### src/common/cp15_params.svh
`ifndef CP15_PARAMS_SVH
`define CP15_PARAMS_SVH

// **************************************
// Register file
// **************************************

// Identification word returned by register 0
`define CP15_ID_VALUE 32'h60018247

`define CP15_NUM_REGS 16

// **************************************
// Cache maintenance
// **************************************

// Lines visited by one clean walk
`define CP15_CACHE_LINES 8
`define CP15_LINE_BITS 3

// Register numbers that trigger maintenance on write
`define CP15_CACHE_REG 7
`define CP15_TLB_REG 8

`endif

### src/common/cp15Pkg.sv
// Types for the register access path shared by the CPU and the MMU
package cp15Pkg;

  // **************************************
  // Register access
  // **************************************

  // Register number taken from the CRn field of the MCR/MRC encoding
  typedef logic [3:0] regAddr;

  // Register contents and transfer data
  typedef logic [31:0] regWord;

endpackage

### src/common/maintPkg.sv
`include "cp15_params.svh"

// Types for cache and TLB maintenance
package maintPkg;

  // **************************************
  // Instruction fields
  // **************************************

  typedef logic [2:0] opcode2Field;
  typedef logic [3:0] crmField;

  // **************************************
  // Clean walk
  // **************************************

  // Index of the cache line being cleaned
  typedef logic [`CP15_LINE_BITS-1:0] lineIndex;

  // Sequencer states
  // CLEAN walks the lines, PULSE drives the flush outputs for one cycle
  typedef enum logic [1:0] {
    IDLE,
    CLEAN,
    PULSE
  } maintState;

endpackage

### src/maint/lineCounter.sv
`include "cp15_params.svh"

module lineCounter (
  input  logic               clk,
  input  logic               reset,
  input  logic               countEnable,
  input  logic               countClear,
  output maintPkg::lineIndex cleanLine,
  output logic               lastLine
);

  import maintPkg::*;

  lineIndex count;

  // Clear wins over enable
  always_ff @(posedge clk) begin
    if (reset) begin
      count <= '0;
    end else if (countClear) begin
      count <= '0;
    end else if (countEnable) begin
      count <= count + 1'b1;
    end
  end

  assign cleanLine = count;
  assign lastLine  = (count == lineIndex'(`CP15_CACHE_LINES - 1));

endmodule

### src/maint/maintDecoder.sv
`include "cp15_params.svh"

module maintDecoder (
  input  logic                  accValid,
  input  logic                  accWrite,
  input  cp15Pkg::regAddr       accAddr,
  input  maintPkg::opcode2Field accOpcode2,
  input  maintPkg::crmField     accCrm,
  output logic                  opStart,
  output logic                  opFlushI,
  output logic                  opFlushD,
  output logic                  opCleanI,
  output logic                  opCleanD,
  output logic                  opTlbI,
  output logic                  opTlbD
);

  logic opWrite;
  logic cacheOp;
  logic tlbOp;

  // Only opcode2 0 and 1 are maintenance encodings
  assign opWrite = accValid & accWrite & (accOpcode2[2:1] == 2'b00);
  assign cacheOp = opWrite & (accAddr == 4'(`CP15_CACHE_REG));
  assign tlbOp   = opWrite & (accAddr == 4'(`CP15_TLB_REG));

  // **************************************
  // Register 7 cache operations
  // **************************************

  always_comb begin
    {opFlushI, opFlushD, opCleanI, opCleanD} = 4'b0000;
    if (cacheOp) begin
      case (accCrm)
        4'b0111: {opFlushI, opFlushD, opCleanI, opCleanD} = 4'b1100;
        4'b0101: {opFlushI, opFlushD, opCleanI, opCleanD} = 4'b1000;
        4'b0110: {opFlushI, opFlushD, opCleanI, opCleanD} = 4'b0100;
        4'b1011: {opFlushI, opFlushD, opCleanI, opCleanD} = 4'b0011;
        4'b1010: {opFlushI, opFlushD, opCleanI, opCleanD} = 4'b0001;
        4'b1111: {opFlushI, opFlushD, opCleanI, opCleanD} = 4'b1111;
        // Clean and flush of the D side only
        4'b1110: {opFlushI, opFlushD, opCleanI, opCleanD} = 4'b0101;
        default: {opFlushI, opFlushD, opCleanI, opCleanD} = 4'b0000;
      endcase
    end
  end

  // **************************************
  // Register 8 TLB operations
  // **************************************

  always_comb begin
    {opTlbI, opTlbD} = 2'b00;
    if (tlbOp) begin
      case (accCrm)
        4'b0111: {opTlbI, opTlbD} = 2'b11;
        4'b0101: {opTlbI, opTlbD} = 2'b10;
        4'b0110: {opTlbI, opTlbD} = 2'b01;
        default: {opTlbI, opTlbD} = 2'b00;
      endcase
    end
  end

  assign opStart = opFlushI | opFlushD | opCleanI | opCleanD | opTlbI | opTlbD;

endmodule

### src/maint/maintSequencer.sv
module maintSequencer (
  input  logic clk,
  input  logic reset,
  input  logic opStart,
  input  logic opFlushI,
  input  logic opFlushD,
  input  logic opCleanI,
  input  logic opCleanD,
  input  logic opTlbI,
  input  logic opTlbD,
  input  logic cleanReady,
  input  logic lastLine,
  output logic busy,
  output logic cleanValid,
  output logic cleanI,
  output logic cleanD,
  output logic flushI,
  output logic flushD,
  output logic tlbFlushI,
  output logic tlbFlushD,
  output logic countEnable,
  output logic countClear
);

  import maintPkg::*;

  maintState state;
  logic      startNow;
  logic      anyFlush;
  logic      lastDone;

  // Operation latched at acceptance
  logic flushIReg;
  logic flushDReg;
  logic cleanIReg;
  logic cleanDReg;
  logic tlbIReg;
  logic tlbDReg;

  assign startNow = (state == IDLE) & opStart;
  assign anyFlush = flushIReg | flushDReg | tlbIReg | tlbDReg;
  assign lastDone = countEnable & lastLine;

  // **************************************
  // State and operation latch
  // **************************************

  always_ff @(posedge clk) begin
    if (reset) begin
      state     <= IDLE;
      flushIReg <= 1'b0;
      flushDReg <= 1'b0;
      cleanIReg <= 1'b0;
      cleanDReg <= 1'b0;
      tlbIReg   <= 1'b0;
      tlbDReg   <= 1'b0;
    end else begin
      case (state)
        IDLE: begin
          if (opStart) begin
            flushIReg <= opFlushI;
            flushDReg <= opFlushD;
            cleanIReg <= opCleanI;
            cleanDReg <= opCleanD;
            tlbIReg   <= opTlbI;
            tlbDReg   <= opTlbD;
            state     <= (opCleanI | opCleanD) ? CLEAN : PULSE;
          end
        end
        // Flushes wait until every line has been cleaned
        CLEAN: begin
          if (lastDone) begin
            state <= anyFlush ? PULSE : IDLE;
          end
        end
        PULSE:   state <= IDLE;
        default: state <= IDLE;
      endcase
    end
  end

  // **************************************
  // Outputs
  // **************************************

  assign busy       = (state != IDLE);
  assign cleanValid = (state == CLEAN);
  assign cleanI     = cleanValid & cleanIReg;
  assign cleanD     = cleanValid & cleanDReg;

  assign flushI    = (state == PULSE) & flushIReg;
  assign flushD    = (state == PULSE) & flushDReg;
  assign tlbFlushI = (state == PULSE) & tlbIReg;
  assign tlbFlushD = (state == PULSE) & tlbDReg;

  // Line counter restarts at every new operation
  assign countEnable = cleanValid & cleanReady;
  assign countClear  = startNow;

endmodule

### src/cp15/cp15RegFile.sv
`include "cp15_params.svh"

module cp15RegFile (
  input  logic            clk,
  input  logic            reset,
  input  logic            accValid,
  input  logic            accWrite,
  input  cp15Pkg::regAddr accAddr,
  input  cp15Pkg::regWord accData,
  input  logic            accFromMmu,
  output logic            cpuReadValid,
  output logic            mmuReadValid,
  output cp15Pkg::regWord readData,
  output cp15Pkg::regWord control,
  output cp15Pkg::regWord tbase
);

  import cp15Pkg::*;

  regWord rf [`CP15_NUM_REGS];
  logic   readPending;
  logic   writeEn;

  // Register 0 holds the ID and never takes a write
  assign writeEn = accValid & accWrite & (accAddr != '0);

  // **************************************
  // Register write
  // **************************************

  always_ff @(posedge clk) begin
    if (reset) begin
      rf[0] <= `CP15_ID_VALUE;
      for (int i = 1; i < `CP15_NUM_REGS; i++) begin
        rf[i] <= '0;
      end
    end else if (writeEn) begin
      rf[accAddr] <= accData;
    end
  end

  // **************************************
  // Registered read
  // **************************************

  always_ff @(posedge clk) begin
    if (reset) begin
      readPending <= 1'b0;
    end else begin
      readPending <= accValid & ~accWrite;
    end
  end

  // Captured before any same-edge write lands
  always_ff @(posedge clk) begin
    if (accValid && !accWrite) begin
      readData <= rf[accAddr];
    end
  end

  // accFromMmu is the arbiter's grant record for the previous cycle
  assign cpuReadValid = readPending & ~accFromMmu;
  assign mmuReadValid = readPending & accFromMmu;

  // Always visible to the MMU and the pipeline
  assign control = rf[1];
  assign tbase   = rf[2];

endmodule

### src/cp15/cp15AccessArbiter.sv
module cp15AccessArbiter (
  input  logic                  clk,
  input  logic                  reset,
  // CPU side, MCR/MRC
  input  logic                  cpuValid,
  input  logic                  cpuWrite,
  input  cp15Pkg::regAddr       cpuAddr,
  input  cp15Pkg::regWord       cpuWriteData,
  input  maintPkg::opcode2Field cpuOpcode2,
  input  maintPkg::crmField     cpuCrm,
  // MMU side
  input  logic                  mmuValid,
  input  logic                  mmuWrite,
  input  cp15Pkg::regAddr       mmuAddr,
  input  cp15Pkg::regWord       mmuWriteData,
  input  logic                  busy,
  output logic                  cpuReady,
  output logic                  mmuReady,
  output logic                  accValid,
  output logic                  accWrite,
  output cp15Pkg::regAddr       accAddr,
  output cp15Pkg::regWord       accData,
  output maintPkg::opcode2Field accOpcode2,
  output maintPkg::crmField     accCrm,
  output logic                  accFromMmu
);

  logic mmuGrant;
  logic cpuGrant;
  logic grantMmu;

  // MMU wins any conflict, the CPU stalls behind it
  assign mmuReady = ~busy;
  assign cpuReady = ~busy & ~mmuValid;

  assign mmuGrant = mmuValid & mmuReady;
  assign cpuGrant = cpuValid & cpuReady;
  assign accValid = mmuGrant | cpuGrant;

  // **************************************
  // Granted access
  // **************************************

  assign accWrite = mmuValid ? mmuWrite     : cpuWrite;
  assign accAddr  = mmuValid ? mmuAddr      : cpuAddr;
  assign accData  = mmuValid ? mmuWriteData : cpuWriteData;

  // MMU accesses carry no maintenance fields
  assign accOpcode2 = mmuValid ? '0 : cpuOpcode2;
  assign accCrm     = mmuValid ? '0 : cpuCrm;

  // **************************************
  // Grant record for read routing
  // **************************************

  always_ff @(posedge clk) begin
    if (reset) begin
      grantMmu <= 1'b0;
    end else if (accValid) begin
      grantMmu <= mmuGrant;
    end
  end

  assign accFromMmu = grantMmu;

endmodule

### src/logic/cp15Subsystem.sv
module cp15Subsystem (
  input  logic                  clk,
  input  logic                  reset,
  // CPU requester
  input  logic                  cpuValid,
  input  logic                  cpuWrite,
  input  cp15Pkg::regAddr       cpuAddr,
  input  cp15Pkg::regWord       cpuWriteData,
  input  maintPkg::opcode2Field cpuOpcode2,
  input  maintPkg::crmField     cpuCrm,
  output logic                  cpuReady,
  output cp15Pkg::regWord       cpuReadData,
  output logic                  cpuReadValid,
  // MMU requester
  input  logic                  mmuValid,
  input  logic                  mmuWrite,
  input  cp15Pkg::regAddr       mmuAddr,
  input  cp15Pkg::regWord       mmuWriteData,
  output logic                  mmuReady,
  output cp15Pkg::regWord       mmuReadData,
  output logic                  mmuReadValid,
  // Cache and TLB maintenance
  input  logic                  cleanReady,
  output logic                  cleanValid,
  output maintPkg::lineIndex    cleanLine,
  output logic                  cleanI,
  output logic                  cleanD,
  output logic                  flushI,
  output logic                  flushD,
  output logic                  tlbFlushI,
  output logic                  tlbFlushD,
  output cp15Pkg::regWord       control,
  output cp15Pkg::regWord       tbase
);

  import cp15Pkg::*;
  import maintPkg::*;

  // Granted access
  logic        accValid;
  logic        accWrite;
  regAddr      accAddr;
  regWord      accData;
  opcode2Field accOpcode2;
  crmField     accCrm;
  logic        accFromMmu;

  regWord readData;

  // Decoded operation
  logic opStart;
  logic opFlushI;
  logic opFlushD;
  logic opCleanI;
  logic opCleanD;
  logic opTlbI;
  logic opTlbD;

  logic busy;
  logic countEnable;
  logic countClear;
  logic lastLine;

  // **************************************
  // Register access
  // **************************************

  cp15AccessArbiter arbiter (
    .clk, .reset,
    .cpuValid, .cpuWrite, .cpuAddr, .cpuWriteData, .cpuOpcode2, .cpuCrm,
    .mmuValid, .mmuWrite, .mmuAddr, .mmuWriteData,
    .busy,
    .cpuReady, .mmuReady,
    .accValid, .accWrite, .accAddr, .accData, .accOpcode2, .accCrm, .accFromMmu
  );

  cp15RegFile regFile (
    .clk, .reset,
    .accValid, .accWrite, .accAddr, .accData, .accFromMmu,
    .cpuReadValid, .mmuReadValid,
    .readData, .control, .tbase
  );

  // Both ports see the same data, the valids tell them apart
  assign cpuReadData = readData;
  assign mmuReadData = readData;

  // **************************************
  // Maintenance
  // **************************************

  maintDecoder decoder (
    .accValid, .accWrite, .accAddr, .accOpcode2, .accCrm,
    .opStart, .opFlushI, .opFlushD, .opCleanI, .opCleanD, .opTlbI, .opTlbD
  );

  maintSequencer sequencer (
    .clk, .reset,
    .opStart, .opFlushI, .opFlushD, .opCleanI, .opCleanD, .opTlbI, .opTlbD,
    .cleanReady, .lastLine,
    .busy, .cleanValid, .cleanI, .cleanD,
    .flushI, .flushD, .tlbFlushI, .tlbFlushD,
    .countEnable, .countClear
  );

  lineCounter counter (
    .clk, .reset,
    .countEnable, .countClear,
    .cleanLine, .lastLine
  );

endmodule

### config.mk
export PLATFORM = sky130hd
export DESIGN_NAME = cp15Subsystem
export DESIGN_NICKNAME = d
export VERILOG_FILES = /design/src/common/cp15Pkg.sv /design/src/common/maintPkg.sv /design/src/maint/lineCounter.sv /design/src/maint/maintDecoder.sv /design/src/maint/maintSequencer.sv /design/src/cp15/cp15RegFile.sv /design/src/cp15/cp15AccessArbiter.sv /design/src/logic/cp15Subsystem.sv
export VERILOG_INCLUDE_DIRS = /design/src /design/src/common
export SDC_FILE = /design/constraint.sdc
export NUM_CORES = 1
export LEC_CHECK = 0
export ABC_AREA = 1
export BUFFER_PORTS_ARGS = -buffer_cell sky130_fd_sc_hd__buf_2
export CORE_UTILIZATION = 60
export DETAILED_ROUTE_END_ITERATION = 6
export PLACE_DENSITY = 0.81
export SLEW_MARGIN = 20
export SYNTH_ARGS = -nofsm -noshare
export SYNTH_HDL_FRONTEND = slang
export SYNTH_SLANG_ARGS = --single-unit
### constraint.sdc
create_clock -name clk -period 4.7 [get_ports clk]
set_input_delay 0.235 -clock clk [delete_from_list [all_inputs] [get_ports clk]]
set_output_delay 0.235 -clock clk [all_outputs]
set_load 0.02 [all_outputs]
==> results of run 1 <==
[per-stage QoR]
stage,area (um2),worst slack [ns]
after floorplan,23700,2.20
after global placement,25100,1.26
after detailed placement,25100,1.18
after CTS,26800,1.76
after global routing,26800,1.57
final,26800,1.61
[sequential cells by signal, summed over array words and instances, names as in the netlist, 2 cells and up]
| name | flops |
|---|---|
| sequencer.state | 2 |
| regFile.readData | 32 |
| counter.cleanLine | 3 |
| regFile.rf | 512 |
[cell families after synthesis]
group,Yosys count,synth area share [%]
simple gates,900,14.9
other cells,2,0.0319
mux,32,1.36
flops,557,70.5
xor+xnor,1,0.0372
buf+inv,216,4.64
compound gates,266,8.39
fa+ha+maj,2,0.106
[critical path: cells and delay by family]
family	cells	cell delay (ns)
and+or+nand+nor	5	1.93
buffers and inverters	4	1.13
[where the power goes]
part           switching, W  internal [W]  leakage [nW]
registers         0.0000796       0.00569          5.71
clock network       0.00179       0.00239         0.825
logic              0.000791      0.000286          4.37
[final timing paths]
path | endpoint | slack, ns | start | depth (start not counted)
worst max-delay path | regFile.rf[15][23]$_SDFFCE_PN0P_ | 1.61 | mmuValid | 9
worst min-delay path | regFile.readPending$_SDFF_PP0_ | 0.04 | mmuWrite | 4
worst max register to register | regFile.rf[15][23]$_SDFFCE_PN0P_ | 1.85 | sequencer.state[0]$_SDFFE_PP0P_ | 10
worst min register to register | sequencer.cleanIReg$_SDFFE_PP0P_ | 0.48 | sequencer.cleanIReg$_SDFFE_PP0P_ | 2
[cells in the mapped netlist]
library cell and n:
conb_1 2, nand4_1 36, a22oi_1 256, xor2_1 1
ha_1 2, nand2_1 330, o22ai_1 2, buf_2 122
edfxtp_1 544, clkinv_1 2, mux2i_1 32, nand3_1 12
a21oi_1 4, nor2_2 3, clkbuf_1 29, o21ai_1 1
inv_1 27, nor2_1 514, nor2_4 1, o21ai_0 3
inv_2 2, nor3_1 1, dfxtp_1 13, nor3_2 2
buf_4 34, nor4_1 1
[area by class of cell]
cell class | count | area (um2)
Clock buffer | 66 | 1410
Clock inverter | 31 | 284
Fill cell | 2628 | 11800
Inverter | 31 | 121
Multi-Input combinational cell | 1233 | 6070
Sequential cell | 557 | 16600
Tap cell | 518 | 648
Timing Repair Buffer | 296 | 1700
[routing by layer]
layer / part of all wire, % / GRT usage, % / vias up
met4: 3.5 / 12.8 / 0
met3: 11 / 6.30 / 170
met2: 49 / 53.3 / 1201
li1: - / - / 7344
met5: 0 / 0 / -
met1: 36 / 40.7 / 8167
==> flow_metrics.tcl, run 1 <==
set metrics [dict create \
    outcome "completed" \
    num_rows 72 \
    cp_cell_sequence "buf_2, buf_4, nand2_1, nand2_1, inv_1, nor2_4, nand2_1, nand2_1, buf_4" \
    num_io_pins 228 \
    die_w_um 200 \
    cts_hold_buf 2 \
    cts_tree "built" \
    fp.dieH_um 200 \
    clk_pin_slew_worst_paths_ns 0.06 \
    final_cell_mix "edfxtp_1 (544), nor2_1 (509), nand2_1 (327)" \
    post_cts_buffers 0 \
    port_buffers 226 \
    synth_top_cell_by_area "edfxtp_1" \
    path_max_fanout 22 \
    drv_slew 0 \
    diodes 0 \
    wirelength_um 62800 \
    worstSetupPathType "in -> reg" \
    synth_top_area_share_pct 69.4 \
    dp_hpwl_um 35300 \
    worst-slew-pin-transition_ns 1.22 \
    coreArea_um2 38600 \
    maxSlewHeadroom_pct 18.4 \
    cts_buffer_depth 3 \
    nets 2260 \
    seq_area_frac_synth_pct 70.5 \
    worst_ep_arrival_time_ns 3.34 \
    synthToLayoutAreaGrowth_pct 13.9 \
    grt_pass1_wl_um 93200 \
    insertion_delay_ns 0.59 \
    holdWs_ns 0.0384 \
    avgViaCountPerCell 6.18 \
    antenna_left 0 \
    synth_area_um2 23500 \
    drv_cap 0 \
    grt_max_degree 129 \
    rsz0062_at_grt "no" \
    grt.overflow.total 0 \
    ir_drop_v 0.000318 \
    synth_area_leaders "edfxtp_1 (69%), nor2_1 (8.2%), a22oi_1 (8.2%)" \
    final_common_cell "edfxtp_1" \
    critPathSlowestCell "nand2_1" \
    fmax_mhz 324 \
    end_kind "register" \
    min_path_type "in -> reg" \
    start_util_pct 60.9 \
    critPathRequiredTime_ns 4.95 \
    route.vias.total 16900 \
    synth_cells 1976 \
    routabilityCongestion 0.812 \
    power_per_cell_area_nw_per_um2 411 \
    firstDrtPassIters 6 \
    synth_area_per_cell_um2 11.9 \
    cts_buffers 53 \
    fin_setup_tns_ns 0 \
    cts_resized 0 \
    drc 0 \
    leakage_nw 10.9 \
    cts_sinks 557 \
    critical-path-max-stage-delay_ns 0.76 \
    fin_crit_sh_pct 65.7 \
    drt_iter0_drc 2022 \
    startpoint_type "primary input" \
    fin_util_pct 69.4 \
    synth.distinct_cells 26 \
    drive_above_1_share_pct 17.9 \
    htreeDepth 2 \
    path_common_cell "nand2_1" \
    synth_warnings 0 \
    grtUsageTotal_pct 31.7 \
    antenna_found_initial 0 \
    synth_seq_cells 557 \
    placedCellCount 2633 \
    finalClockSkew_ns 0.0115 \
    period_needed_ns 3.09 \
    root_buffer "clkbuf_16" \
    layout.cells.non_filler 2732 \
    setup_viol 0 \
    grt_pass1_vias 16500 \
    die_area_um2 40000 \
    routedWlPerCell_um 23.0 \
    power.total_w 0.0110 \
    hold_viol 0 \
]
(Power assumes the default switching activity.)
==> run 2: changes to the inputs <==
- CORE_UTILIZATION: 60 -> 53
- PLACE_DENSITY: 0.81 -> 0.75
- clock period: 4.7 -> 2.6 ns (I/O delays scaled with it)
==> run 2 against run 1 <==
- combinational power rose by 94%
- flip-flop and latch count did not move
- first-iteration DRC count rose by 15%
- worst setup slack got worse by 1.2 ns
- sequential power rose by 80%
- critical path type is now reg -> reg
==> flow_metrics.tcl, run 2 (synthesized netlist as in run 1, its figures left out) <==
set metrics [dict create \
    outcome "completed" \
    drt_iter0_drc 2330 \
    rr_endpoint "regFile.rf[14][4]$_SDFFCE_PN0P_" \
    fmax_mhz 450 \
    cts_buffer_depth 3 \
    routabilityCongestion 0.848 \
    final_common_cell "edfxtp_1" \
    startpoint_type "register" \
    avgViaCountPerCell 5.99 \
    post_cts_buffers 0 \
    critPathSlowestCell "buf_4" \
    fin_crit_sh_pct 85.5 \
    num_rows 76 \
    htreeDepth 2 \
    largest_reg_flops 512 \
    cts_hold_buf 8 \
    grt_pass1_wl_um 98500 \
    die_area_um2 45300 \
    min_path_type "in -> reg" \
    grt.overflow.total 0 \
    maxSlewHeadroom_pct 40.4 \
    critPathRequiredTime_ns 2.87 \
    cts_tree "built" \
    fin_setup_tns_ns 0 \
    fp.dieH_um 213 \
    cts_sinks 557 \
    cts_buffers 55 \
    cp-startpoint "sequencer.state[0]$_SDFFE_PP0P_" \
    firstDrtPassIters 5 \
    antenna_found_initial 0 \
    setup_viol 0 \
    fill_cells 3280 \
    coreArea_um2 43500 \
    dp_hpwl_um 38700 \
    path_common_cell "nand2_1" \
    fin_ws_ns 0.378 \
    wirelength_um 67300 \
    rsz0062_at_grt "no" \
    rr_worst_depth 10 \
    r2r_slack_ns 0.38 \
    design_area_um2 27500 \
    start_util_pct 54.2 \
    synthToLayoutAreaGrowth_pct 16.8 \
    hold_viol 0 \
    regMostFlops "regFile.rf" \
    dpl_cell_area_um2 25700 \
    worst_ep_arrival_time_ns 2.49 \
    port_buffers 226 \
    clk_pin_slew_worst_paths_ns 0.06 \
    ir_drop_v 0.000586 \
    leakage_nw 11.3 \
    grt_max_degree 65 \
    drive_above_1_share_pct 19.3 \
    critical-path-max-stage-delay_ns 0.38 \
    antenna_left 0 \
    diodes 0 \
    dp_slack_ns 0.212 \
    final_cell_mix "edfxtp_1 (544), nor2_1 (509), nand2_1 (327)" \
    rr_startpoint "sequencer.state[0]$_SDFFE_PP0P_" \
    worst-slew-pin-transition_ns 0.893 \
    path_max_fanout 18 \
    drv_slew 0 \
    root_buffer "clkbuf_16" \
    grtUsageTotal_pct 29.9 \
    drc 0 \
    worstSetupPathType "reg -> reg" \
    finalClockSkew_ns 0.0260 \
    cp_cell_sequence "inv_1, nand2_1, nor2_1, nand2_1, nor2_4, inv_2, nor3_2, nand2_1, nand2_1, buf_4" \
    power_per_cell_area_nw_per_um2 730 \
    power.total_w 0.0201 \
    nets 2323 \
    grt_pass1_vias 16700 \
    insertion_delay_ns 0.63 \
    period_needed_ns 2.22 \
    cts_resized 0 \
    die_w_um 213 \
    num_io_pins 228 \
    routedWlPerCell_um 23.5 \
    drv_cap 0 \
    route.vias.total 17200 \
    cp-endpoint "regFile.rf[14][4]$_SDFFCE_PN0P_" \
    end_kind "register" \
]
run 2: changes by cell type in the layout (fill, tap and decap cells not counted), moves of 2 or more:
cell	before	now
mux2i_2	14	0
buf_12	3	16
bufinv_16	5	3
clkinv_2	8	12
dlygate4sd3_1	2	8
mux2i_1	18	32
clkinv_1	16	19
buf_4	65	107
run 2: worst min path at each step:
stage	cells after the start	slack, ns	endpoint	startpoint
finish	4	0.03	regFile.rf[7][18]$_SDFFCE_PN0P_	cpuWriteData[18]
floorplan	1	0.21	regFile.readPending$_SDFF_PP0_	reset
detailed placement	3	0.37	sequencer.cleanIReg$_SDFFE_PP0P_	cpuCrm[0]
global placement	3	0.37	sequencer.cleanIReg$_SDFFE_PP0P_	cpuCrm[0]
CTS	5	0.02	sequencer.tlbDReg$_SDFFE_PP0P_	cpuCrm[1]
global route	4	0.04	regFile.rf[4][9]$_SDFFCE_PN0P_	cpuWriteData[9]
run 2: worst max-delay path: cells and delay by family, from the launching register on:
family	cells	cell delay [ns]
simple gates	7	1.04
flops	1	0.30
buf+inv	3	0.53
run 2: final cells by class:
type | instances | area [um2] | area share [%]
Clock inverter | 37 | 284 | 1.03
Clock buffer | 65 | 1410 | 5.14
Multi-Input combinational cell | 1233 | 6010 | 21.9
Inverter | 31 | 119 | 0.432
Sequential cell | 557 | 16600 | 60.4
Timing Repair Buffer | 357 | 2330 | 8.49
Tap cell | 585 | 732 | 2.66
run 2: layer usage:
| layer | share of wire, % | wire [um] | up-vias | track usage (%) |
|---|---|---|---|---|
| li1 | - | - | 7466 | - |
| met1 | 37 | 24700 | 8336 | 39.7 |
| met2 | 47 | 32000 | 1196 | 48.2 |
| met3 | 12 | 7950 | 155 | 6.00 |
| met4 | 3.9 | 2650 | 0 | 13.0 |
| met5 | 0 | 0 | - | 0 |
run 2: stage by stage:
step                      instances  hold slack (ns)  utilization [%]
after floorplan                2006            0.209                -
after global placement         2755            0.373             59.2
after detailed placement       2755            0.372             59.2
after CTS                      2865           0.0161             63.3
after global routing           2865           0.0422             63.3
final                          2865           0.0311             63.3
run 2: power breakdown:
group	internal [W]	switching, W
sequential	0.0103	0.000158
clock	0.00419	0.00336
combinational	0.000619	0.00147
total	0.0151	0.00499
==> run 3: changes to the inputs <==
- ABC_AREA: 1 -> default
- CORE_UTILIZATION: 53 -> 54
- PLACE_DENSITY: 0.75 -> 0.77
==> run 3 against run 2 <==
- register-to-register slack improved by 0.03 ns
- critical endpoint is now regFile.rf[1][29]$_SDFFCE_PN0P_
- sequential share of layout area fell by 0.95 points
- non-clock buffer count fell by 17
- utilization fell by 0.10 points
- final cell count fell by 6.4%
- worst hold slack barely moved
- global-route usage fell by 1.8 points
- combinational power fell by 4%
- wire length fell by 5.1%
- via count fell by 6.7%
==> flow_metrics.tcl, run 3 <==
set metrics [dict create \
    power.total_w 0.0196 \
    final_cell_mix "edfxtp_1 (544), nor2_1 (484), mux2i_1 (289)" \
    antenna_left 0 \
    regMostFlops "regFile.rf" \
    route.vias.total 16000 \
    synth_cells 1797 \
    rr_worst_depth 6 \
    min_path_type "in -> reg" \
    synth_ff_type "edfxtp_1" \
    drv_cap 0 \
    die_w_um 214 \
    cts_resized 0 \
    hold_start "reset" \
    post_cts_buffers 0 \
    nets 2138 \
    end_kind "register" \
    htreeDepth 2 \
    grt.overflow.total 0 \
    critical_path.top_delay_family "simple AND/OR/NAND/NOR gates" \
    seq_area_frac_synth_pct 68.7 \
    layout.cells.non_filler 2683 \
    grt_max_degree 43 \
    coreArea_um2 44200 \
    grtUsageTotal_pct 28.1 \
    setup_viol 0 \
    clk_pin_slew_worst_paths_ns 0.07 \
    worst_hold_path.num_cells 3 \
    fp.dieH_um 214 \
    rr_endpoint "regFile.rf[1][29]$_SDFFCE_PN0P_" \
    synth_area_um2 24200 \
    holdWs_ns 0.0311 \
    grt_pass1_vias 15800 \
    drt_iter0_drc 1783 \
    period_needed_ns 2.19 \
    largest_reg_flops 512 \
    synthTopCellsByCount "edfxtp_1 (544), nor2_1 (484), mux2i_1 (290), o22ai_1 (129), buf_2 (63)" \
    routedWlPerCell_um 23.8 \
    fin_crit_sh_pct 84.3 \
    dpl_cell_area_um2 26300 \
    synth_most_common_cell "edfxtp_1" \
    outcome "completed" \
    synth_seq_cells 557 \
    fin_setup_tns_ns 0 \
    final_common_cell "edfxtp_1" \
    rr_startpoint "sequencer.state[0]$_SDFFE_PP0P_" \
    r2r_slack_ns 0.41 \
    synthArstFlopShare_pct 0 \
    drv_slew 0 \
    diodes 0 \
    dp_hpwl_um 38400 \
    synth_area_per_cell_um2 13.5 \
    design_area_um2 27900 \
    cts_buffer_depth 3 \
    rsz0062_at_grt "no" \
    maxSlewHeadroom_pct 61.6 \
    holdPathEnd "sequencer.tlbDReg$_SDFFE_PP0P_" \
    port_buffers 226 \
    routabilityCongestion 0.872 \
    cts_buffers 53 \
    cp_cell_sequence "nor3_1, nand3_1, nor2_2, nand2_1, nand2b_2, buf_4" \
    synth.distinct_cells 53 \
    critPathRequiredTime_ns 2.82 \
    grt_pass1_wl_um 93500 \
    cts_tree "built" \
    synth_area_leaders "edfxtp_1 (68%), mux2i_1 (12%), nor2_1 (7.5%)" \
    num_rows 77 \
    worstSetupPathType "reg -> reg" \
    critPathSlowestCell "buf_4" \
    synth_warnings 0 \
    antenna_found_initial 1 \
    startpoint_type "register" \
    finalClockSkew_ns 0.0146 \
    cts_sinks 557 \
    worst-slew-pin-transition_ns 0.577 \
    critical-path-max-stage-delay_ns 0.44 \
    hold_viol 0 \
    die_area_um2 45600 \
    wirelength_um 63900 \
    cp.buffers_inverters 1 \
    drive_above_1_share_pct 20.1 \
    firstDrtPassIters 5 \
    synth-edff-count 544 \
    worst_ep_arrival_time_ns 2.41 \
    synth_top_cell_by_area "edfxtp_1" \
    drc 0 \
    root_buffer "clkbuf_16" \
    avgViaCountPerCell 5.96 \
    start_util_pct 54.7 \
    cp-startpoint "sequencer.state[0]$_SDFFE_PP0P_" \
    insertion_delay_ns 0.59 \
    path_max_fanout 25 \
    power_per_cell_area_nw_per_um2 700 \
    synth_top_area_share_pct 67.6 \
    fmax_mhz 456 \
    ir_drop_v 0.000462 \
    synthToLayoutAreaGrowth_pct 15.6 \
    num_io_pins 228 \
    leakage_nw 11.2 \
    placedCellCount 2582 \
]
-- run 3: cell count changes after synthesis, sizes merged, moves of 16 or more --
cell / previous run / this run
nand2: 330 / 35
nand4: 36 / 0
mux2i: 32 / 290
nor2: 518 / 485
nand2b: 0 / 16
inv: 29 / 3
clkbuf: 29 / 54
a22oi: 256 / 2
or4: 0 / 33
o22ai: 2 / 129
buf: 156 / 118
-- run 3: worst reg2reg max path: stages (launching register included) --
cell      delay, ns
dfxtp_1        0.33
nor3_1         0.41
nand3_1        0.17
nor2_2         0.21
nand2_1        0.14
nand2b_2       0.10
buf_4          0.44
-- run 3: repair_timing --
action                     in CTS  in global routing
setup endpoints to repair       0                  0
hold buffers                    5                  0
hold endpoints to repair       10                  0
-- run 3: logic make-up (layout without fill, tap and decap cells) --
family	Yosys count	in the layout	synth area share, %
xor+xnor	1	1	0.0362
flops	557	557	68.7
buf+inv	175	439	4.07
other cells	2	32	0.0311
simple gates	613	613	10.8
mux	292	292	12.1
compound gates	155	155	4.18
fa+ha+maj	2	2	0.104
-- run 3: per-layer routing --
metal / up-vias / share of wire, % / global-route usage, %
li1: 7031 / - / -
met1: 7841 / 37 / 37.0
met2: 968 / 48 / 45.5
met3: 157 / 12 / 5.93
met4: 0 / 3.8 / 12.1
met5: - / 0 / 0
-- run 3: how the worst max path moves through the flow --
stage,end,slack (ns),cells after the start
2_1_floorplan,regFile.rf[8][0]$_SDFFCE_PN0P_,0.15,4
3_3_place_gp,regFile.rf[14][25]$_SDFFCE_PN0P_,0.19,8
3_5_place_dp,regFile.rf[8][29]$_SDFFCE_PN0P_,0.15,9
4_1_cts,regFile.rf[1][17]$_SDFFCE_PN0P_,0.44,6
5_1_grt,regFile.rf[1][22]$_SDFFCE_PN0P_,0.31,6
6_report,regFile.rf[1][29]$_SDFFCE_PN0P_,0.41,6
-- run 3: metrics by stage --
stage	utilization, %	worst slack [ns]
3_5_place_dp	59.5	0.148
4_1_cts	63.2	0.443
3_3_place_gp	59.5	0.186
5_1_grt	63.2	0.315
2_1_floorplan	-	0.146
6_report	63.2	0.409
-- run 3: layout make-up --
type / instances / area, um2
sequential: 557 / 16600
fill: 3200 / 16300
multi-input combinational: 1095 / 6740
timing repair buffer: 340 / 2280
clock buffer: 65 / 1370
tap: 592 / 741
clock inverter: 31 / 200
inverter: 3 / 11.3
-- run 3: power by group --
| part | switching, W | leakage, nW | internal, W |
|---|---|---|---|
| logic | 0.00131 | 4.71 | 0.000699 |
| clock network | 0.00321 | 0.767 | 0.00393 |
| registers | 0.000143 | 5.69 | 0.0103 |
| total | 0.00466 | 11.2 | 0.0149 |
